[config.mk]
export PLATFORM = sky130hd
export DESIGN_NAME = serial_arith_top
export DESIGN_NICKNAME = d
export VERILOG_FILES = /design/src/common/serial_arith_pkg.sv /design/src/serial_arith/adder_subtractor_binary.sv /design/src/serial_arith/operand_shifter.sv /design/src/serial_arith/result_shifter.sv /design/src/serial_arith/arith_control.sv /design/src/verilog/serial_arith_top.sv
export VERILOG_INCLUDE_DIRS = /design/src /design/src/common
export SDC_FILE = /design/constraint.sdc
export NUM_CORES = 1
export LEC_CHECK = 0
export BUFFER_PORTS_ARGS = -buffer_cell sky130_fd_sc_hd__buf_4
export CAP_MARGIN = 10
export CORE_MARGIN = 3
export CORE_UTILIZATION = 50
export CTS_BUF_LIST = sky130_fd_sc_hd__clkbuf_8
export DETAILED_ROUTE_END_ITERATION = 10
export PLACE_DENSITY = 0.74
export SYNTH_ARGS = -nofsm -noshare
export SYNTH_HDL_FRONTEND = slang
export SYNTH_SLANG_ARGS = --single-unit
export TNS_END_PERCENT = 100
[constraint.sdc]
create_clock -name clk -period 3.3 [get_ports clk]
set_clock_uncertainty 0.1 [all_clocks]
set_input_delay 0 -clock clk [delete_from_list [all_inputs] [get_ports clk]]
set_output_delay 0 -clock clk [all_outputs]
set_load 0.005 [all_outputs]
[src/common/serial_arith_params.svh]
`ifndef SERIAL_ARITH_PARAMS_SVH
`define SERIAL_ARITH_PARAMS_SVH

// width of one word that passes through the word adder per clock
`define WORD_WIDTH 16

// number of words in each wide operand, which is also the run length in cycles
`define NUM_WORDS 8

// full operand and result width, kept derived so the two above stay the only knobs
`define OPERAND_WIDTH ((`WORD_WIDTH) * (`NUM_WORDS))

`endif

[src/common/serial_arith_pkg.sv]
`include "serial_arith_params.svh"

package serial_arith_pkg;

    // opcode encoding follows the word adder, where 0 adds and 1 subtracts
    typedef enum logic {
        OP_ADD = 1'b0,
        OP_SUB = 1'b1
    } arith_op_e;

    // the controller is either waiting for start or stepping through words
    typedef enum logic {
        ST_IDLE = 1'b0,
        ST_RUN  = 1'b1
    } ctrl_state_e;

    // a single word still needs one counter bit so the type never collapses
    localparam int COUNT_WIDTH = (`NUM_WORDS > 1) ? $clog2(`NUM_WORDS) : 1;

    // index of the word currently in the adder, 0 up to NUM_WORDS-1
    typedef logic [COUNT_WIDTH-1:0] word_count_t;

endpackage

[src/serial_arith/adder_subtractor_binary.sv]
`timescale 1ns/1ps
`include "serial_arith_params.svh"

module adder_subtractor_binary (
    input  serial_arith_pkg::arith_op_e add_sub,
    input  logic                        carry_in,
    input  logic [`WORD_WIDTH-1:0]      a_in,
    input  logic [`WORD_WIDTH-1:0]      b_in,
    output logic [`WORD_WIDTH-1:0]      sum_out,
    output logic                        carry_out
);

    import serial_arith_pkg::*;

    // one extra bit on top catches the carry, or the borrow when subtracting
    logic [`WORD_WIDTH:0] a_ext;
    logic [`WORD_WIDTH:0] b_ext;
    logic [`WORD_WIDTH:0] carry_ext;
    logic [`WORD_WIDTH:0] full_sum;

    // everything is zero extended, so no signed arithmetic rules come into play
    assign a_ext     = {1'b0, a_in};
    assign b_ext     = {1'b0, b_in};
    assign carry_ext = {{`WORD_WIDTH{1'b0}}, carry_in};

    // a plain + or - lets synthesis map this onto the dedicated carry chain
    always_comb begin
        if (add_sub == OP_ADD) begin
            full_sum = a_ext + b_ext + carry_ext;
        end else begin
            // the top bit wraps to 1 exactly when a borrow leaves the word
            full_sum = a_ext - b_ext - carry_ext;
        end
    end

    assign sum_out   = full_sum[`WORD_WIDTH-1:0];
    assign carry_out = full_sum[`WORD_WIDTH];

endmodule

[src/serial_arith/operand_shifter.sv]
`timescale 1ns/1ps
`include "serial_arith_params.svh"

module operand_shifter (
    input  logic                       clk,
    input  logic                       rst_n,
    input  logic                       load,
    input  logic                       shift,
    input  logic [`OPERAND_WIDTH-1:0]  a,
    input  logic [`OPERAND_WIDTH-1:0]  b,
    output logic [`WORD_WIDTH-1:0]     a_word,
    output logic [`WORD_WIDTH-1:0]     b_word
);

    // both operands live here for the whole run and drain one word per step
    logic [`OPERAND_WIDTH-1:0] a_q;
    logic [`OPERAND_WIDTH-1:0] b_q;

    // load wins over shift, although the controller never raises both at once
    always_ff @(posedge clk or negedge rst_n) begin
        if (!rst_n) begin
            a_q <= '0;
            b_q <= '0;
        end else if (load) begin
            a_q <= a;
            b_q <= b;
        end else if (shift) begin
            // zeros fill in at the top as the used words fall off the bottom
            a_q <= {{`WORD_WIDTH{1'b0}}, a_q[`OPERAND_WIDTH-1:`WORD_WIDTH]};
            b_q <= {{`WORD_WIDTH{1'b0}}, b_q[`OPERAND_WIDTH-1:`WORD_WIDTH]};
        end
    end

    // the least significant word goes first, so the carry ripples upward
    // through the words in the right order
    assign a_word = a_q[`WORD_WIDTH-1:0];
    assign b_word = b_q[`WORD_WIDTH-1:0];

endmodule

[src/serial_arith/result_shifter.sv]
`timescale 1ns/1ps
`include "serial_arith_params.svh"

module result_shifter (
    input  logic                       clk,
    input  logic                       rst_n,
    input  logic                       load,
    input  logic                       shift,
    input  logic                       carry_in,
    input  logic [`WORD_WIDTH-1:0]     sum_word,
    input  logic                       word_carry,
    output logic                       carry,
    output logic [`OPERAND_WIDTH-1:0]  result,
    output logic                       carry_out
);

    logic                      carry_q;
    logic [`OPERAND_WIDTH-1:0] result_q;

    // the carry register links one word to the next
    // it starts from the external carry in and then follows each word's carry out
    always_ff @(posedge clk or negedge rst_n) begin
        if (!rst_n) begin
            carry_q <= 1'b0;
        end else if (load) begin
            carry_q <= carry_in;
        end else if (shift) begin
            carry_q <= word_carry;
        end
    end

    // new words enter at the top and move down, so after NUM_WORDS steps
    // word 0 has reached the bottom and every word sits in its place
    always_ff @(posedge clk or negedge rst_n) begin
        if (!rst_n) begin
            result_q <= '0;
        end else if (shift) begin
            result_q <= {sum_word, result_q[`OPERAND_WIDTH-1:`WORD_WIDTH]};
        end
    end

    // the adder sees the chained carry during the run
    assign carry = carry_q;

    // once the run ends the same register holds the top word's carry or borrow
    assign carry_out = carry_q;

    // result is only complete in the done cycle, and holds until the next start
    assign result = result_q;

endmodule

[src/serial_arith/arith_control.sv]
`timescale 1ns/1ps
`include "serial_arith_params.svh"

module arith_control (
    input  logic                        clk,
    input  logic                        rst_n,
    input  logic                        start,
    input  serial_arith_pkg::arith_op_e op,
    output logic                        load,
    output logic                        shift,
    output serial_arith_pkg::arith_op_e op_q,
    output logic                        busy,
    output logic                        done
);

    import serial_arith_pkg::*;

    // index of the final word, where the run wraps up
    localparam word_count_t LAST_COUNT = word_count_t'(`NUM_WORDS - 1);

    ctrl_state_e state;
    ctrl_state_e state_next;
    word_count_t count;
    logic        last_word;

    // start only counts while idle, so a pulse during a run is simply dropped
    assign load = (state == ST_IDLE) && start;

    // the datapath steps on every run cycle, and busy covers the same span
    assign shift = (state == ST_RUN);
    assign busy  = (state == ST_RUN);

    assign last_word = (count == LAST_COUNT);

    always_comb begin
        state_next = state;
        case (state)
            ST_IDLE: begin
                if (start) begin
                    state_next = ST_RUN;
                end
            end
            ST_RUN: begin
                // the final word gets registered at the edge that leaves this state
                if (last_word) begin
                    state_next = ST_IDLE;
                end
            end
            default: begin
                state_next = ST_IDLE;
            end
        endcase
    end

    always_ff @(posedge clk or negedge rst_n) begin
        if (!rst_n) begin
            state <= ST_IDLE;
        end else begin
            state <= state_next;
        end
    end

    // the counter restarts on every accepted start, so it is always 0 for word 0
    always_ff @(posedge clk or negedge rst_n) begin
        if (!rst_n) begin
            count <= '0;
        end else if (load) begin
            count <= '0;
        end else if (shift) begin
            count <= count + 1'b1;
        end
    end

    // the opcode is held for the whole run, so the op input may change after start
    always_ff @(posedge clk or negedge rst_n) begin
        if (!rst_n) begin
            op_q <= OP_ADD;
        end else if (load) begin
            op_q <= op;
        end
    end

    // done rises with the last word and busy falls at that same edge
    always_ff @(posedge clk or negedge rst_n) begin
        if (!rst_n) begin
            done <= 1'b0;
        end else begin
            done <= shift && last_word;
        end
    end

endmodule

[src/verilog/serial_arith_top.sv]
`timescale 1ns/1ps
`include "serial_arith_params.svh"

module serial_arith_top (
    input  logic                        clk,
    input  logic                        rst_n,
    input  logic                        start,
    input  serial_arith_pkg::arith_op_e op,
    input  logic                        carry_in,
    input  logic [`OPERAND_WIDTH-1:0]   a,
    input  logic [`OPERAND_WIDTH-1:0]   b,
    output logic [`OPERAND_WIDTH-1:0]   result,
    output logic                        carry_out,
    output logic                        busy,
    output logic                        done
);

    import serial_arith_pkg::*;

    // strobes from the controller to the datapath
    logic      load;
    logic      shift;
    arith_op_e op_q;

    // word-wide path through the single adder
    logic [`WORD_WIDTH-1:0] a_word;
    logic [`WORD_WIDTH-1:0] b_word;
    logic [`WORD_WIDTH-1:0] sum_word;
    logic                   word_carry;
    logic                   carry;

    arith_control u_control (
        .clk   (clk),
        .rst_n (rst_n),
        .start (start),
        .op    (op),
        .load  (load),
        .shift (shift),
        .op_q  (op_q),
        .busy  (busy),
        .done  (done)
    );

    operand_shifter u_operands (
        .clk    (clk),
        .rst_n  (rst_n),
        .load   (load),
        .shift  (shift),
        .a      (a),
        .b      (b),
        .a_word (a_word),
        .b_word (b_word)
    );

    // Purely combinational, so each word settles within the cycle it is presented.
    adder_subtractor_binary u_adder (
        .add_sub   (op_q),
        .carry_in  (carry),
        .a_in      (a_word),
        .b_in      (b_word),
        .sum_out   (sum_word),
        .carry_out (word_carry)
    );

    // the external carry in seeds the chain here and not at the adder
    result_shifter u_result (
        .clk        (clk),
        .rst_n      (rst_n),
        .load       (load),
        .shift      (shift),
        .carry_in   (carry_in),
        .sum_word   (sum_word),
        .word_carry (word_carry),
        .carry      (carry),
        .result     (result),
        .carry_out  (carry_out)
    );

endmodule

==> impl_metrics.py <==
metrics = {
    "outcome": {
        "status": "finished, final reports clean",
    },
    "global_routing": {
        "antenna_found_initial": 16,
        "grt_overflow": 0,
        "grt_pass1_vias": 16987,
        "grt_usage_pct": 30.5,
        "grt_pass1_wl_um": 93700,
        "grt_max_degree": 194,
    },
    "clock_tree": {
        "clk_path_buf_depth": 3,
        "tritoncts": "yes",
        "cts.sinks": 391,
        "cts_buffers": 68,
        "htree_levels": 3,
        "root_buffer": "clkbuf_8",
        "clk_pin_slew_ps": 70,
        "post_cts_buffers": 0,
        "clkLatencyLatePin_ps": 640,
    },
    "logic_synthesis": {
        "synthTopCellsByArea": "dfrtp_1 (53%), mux2i_1 (14%), mux2_2 (6.9%)",
        "synth_flop_cell": "dfrtp_1",
        "synthesis.nets": 1986,
        "synth_top_cell_area_share_pct": 52.9,
        "async_flop_share_pct": 100,
        "ys_seq_elements": 391,
        "synth_edf_count": 0,
        "seq_area_frac_synth_pct": 52.9,
        "avgSynthCellArea_um2": 11.0,
        "yosysWarningCount": 0,
        "synth_cell_types": 63,
        "postSynthCellCount": 1674,
        "syn-cell-area_mm2": 0.0185,
        "synth_top_area_cell": "dfrtp_1",
    },
    "worst_setup_path": {
        "r2r_end": "u_result.result[127]$_DFFE_PN0P_",
        "crit_fanout": 6,
        "crit_start": "u_operands.b_q[6]$_DFFE_PN0P_",
        "critical_path_required_ps": 3740,
        "worstRegToRegCells": 9,
        "cp.arrival_ps": 3430,
        "endpoint": "u_result.result[127]$_DFFE_PN0P_",
        "end_kind": "flop",
        "rr_startpoint": "u_operands.b_q[6]$_DFFE_PN0P_",
        "reg2reg_slack_ps": 310,
        "start_kind": "flop",
        "crit_type": "reg2reg",
    },
    "placed_design": {
        "dpl_cell_area_mm2": 0.0218,
        "io_buffers": 391,
        "globalplace.congestion": 0.904,
        "place_hpwl_um": 36300,
    },
    "power": {
        "power_density_mw_per_mm2": 870,
        "ir_drop_v": 0.000443,
        "total_power_uw": 23000,
        "p_leak_uw": 0.0129,
    },
    "die": {
        "die_area_mm2": 0.0393,
        "core_area_mm2": 0.0360,
        "io_pins": 392,
        "start_util_pct": 51.4,
        "fp.dieH_um": 198,
        "die_w_um": 198,
        "rows": 69,
    },
    "detailed_routing": {
        "drc_errors": 0,
        "finalWirelength_um": 60400,
        "wl_met1_um": 23300,
        "vias_per_cell": 5.53,
        "drtIter0Drc": 1025,
        "wl_per_cell_um": 20.8,
        "vias": 16019,
        "postRouteAntennaNets": 0,
        "top_layer_used": "met5",
        "firstDrtPassIters": 7,
        "dr_wl_met2_um": 30200,
        "wl_met3_um": 3970,
    },
    "timing": {
        "period_share_pct": 90.5,
        "hold_violations": 0,
        "fin_hold_ws_ps": 69.0,
        "slew_violations": 0,
        "fin_tns_setup_ps": 0,
        "rsz0062_at_grt": "false",
        "setup_viol": 0,
        "worst_pin_slew_ps": 794,
        "relSlewSlack_pct": 47.1,
        "fmax_mhz": 335,
        "period_needed_ps": 2990,
    },
    "finish": {
        "drive_gt1_share_pct": 25.8,
        "design_area_mm2": 0.0265,
        "num-fill-cells": 2346,
        "final_nets": 2686,
        "area_growth_pct": 43.2,
    },
    "worst_hold_path": {
        "min_path_type": "in2reg",
    },
    "job": {
        "max_cap_viol_count": 0,
    },
}
kinds of logic after synthesis:
kind of cell	count (synthesis)	share of synthesized area [%]
AOI/OAI and AO/OA	322	9.91
DFF	391	52.9
buffers and inverters	159	3.63
xor gates and xnor gates	22	1.04
and+or+nand+nor	355	7.88
muxes	374	21.0
adders and majority gates	51	3.61
worst min-delay path by stage:
stage | slack (ps) | to | cells past startpoint | startpoint
final | 70 | u_control.op_q$_DFFE_PN0P_ | 3 | op
after global routing | 30 | u_control.op_q$_DFFE_PN0P_ | 3 | op
after CTS | 30 | u_operands.b_q[114]$_DFFE_PN0P_ | 4 | b[114]
after detailed placement | 30 | u_operands.a_q[26]$_DFFE_PN0P_ | 1 | rst_n
after global placement | 30 | u_operands.a_q[26]$_DFFE_PN0P_ | 1 | rst_n
after floorplan | -400 | u_control.busy$_DFF_PN0_ | 0 | rst_n
worst max-delay path: stages (launching register included):
cell and delay [ps]:
dfrtp_1 400, ha_1 400, inv_1 90, ha_1 360
a21o_1 200, a211o_1 310, nor3_1 360, o21ai_0 200
and4_2 270, nor4_2 190
cell usage after synthesis, drive strengths merged, types with 3 or more instances:
cell type / instances
dfrtp: 391
mux2i: 261
nand2: 250
o21ai: 246
mux2: 113
clkbuf: 68
nor2: 59
inv: 55
ha: 47
buf: 34
a21oi: 23
xnor2: 17
nand3: 10
nor2b: 6
nor3: 6
o31ai: 6
nor4: 5
o21a: 5
xor2: 5
fa: 4
o211ai: 4
o22ai: 4
or3: 4
a21o: 3
a221oi: 3
nand2b: 3
nand4: 3
o21bai: 3
o221ai: 3
where the power goes:
| group | internal, uW | total, uW | switching [uW] |
|---|---|---|---|
| Sequential | 6840 | 8470 | 1630 |
| Combinational | 4940 | 10100 | 5130 |
| Clock | 2390 | 4490 | 2100 |
| Total | 14200 | 23000 | 8860 |
sequential cells by signal, summed over array words and instances, names as in the netlist:
| signal | cells |
|---|---|
| u_control.busy | 1 |
| u_control.count | 3 |
| u_control.done | 1 |
| u_control.op_q | 1 |
| u_operands.a_q | 128 |
| u_operands.b_q | 128 |
| u_result.carry | 1 |
| u_result.result | 128 |
cells in the final DEF, fill, tap and decap left out, types with 4 or more instances in the layout:
cell type / instances
o21a_1: 5
o22ai_1: 4
o31ai_1: 4
nor4_1: 4
inv_1: 85
nand3_1: 10
xor2_1: 5
dfrtp_1: 390
fa_1: 4
buf_4: 396
mux2i_1: 261
buf_12: 11
nor3_1: 6
xnor2_1: 17
diode_2: 15
or3_1: 4
ha_1: 47
o211ai_1: 4
nand2_1: 250
dlygate4sd3_1: 322
nor2b_1: 6
clkbuf_8: 81
a21oi_1: 23
o21ai_0: 245
nor2_1: 59
mux2_2: 113
routing by layer:
| layer | GRT usage, % | vias up |
|---|---|---|
| li1 | - | 7245 |
| met1 | 36.6 | 7809 |
| met2 | 51.9 | 717 |
| met3 | 6.89 | 244 |
| met4 | 15.0 | 4 |
| met5 | 0 | - |
area by class of cell:
class,count,area (um^2),share of cell area [%]
Sequential cell,391,9790,37.0
Multi-Input combinational cell,1124,8040,30.4
Timing Repair Buffer,732,6470,24.4
Clock buffer,81,1110,4.21
Tap cell,461,577,2.18
Clock inverter,38,238,0.898
Inverter,57,214,0.808
Antenna cell,15,37.5,0.142
metrics by stage:
stage	instances	worst slack (ps)	utilization, %
floorplan	1674	724	-
global placement	2442	424	60.7
detailed placement	2442	315	60.7
CTS	2884	280	73.4
global route	2898	120	73.5
finish	2899	314	73.6
repair_timing:
item                       in CTS  in global routing
resized for setup               0                  1
setup endpoints to repair       0                  1
hold buffers                  323                  0
hold endpoints to repair      643                  0
Note: power is estimated with default switching activity, not from simulation.
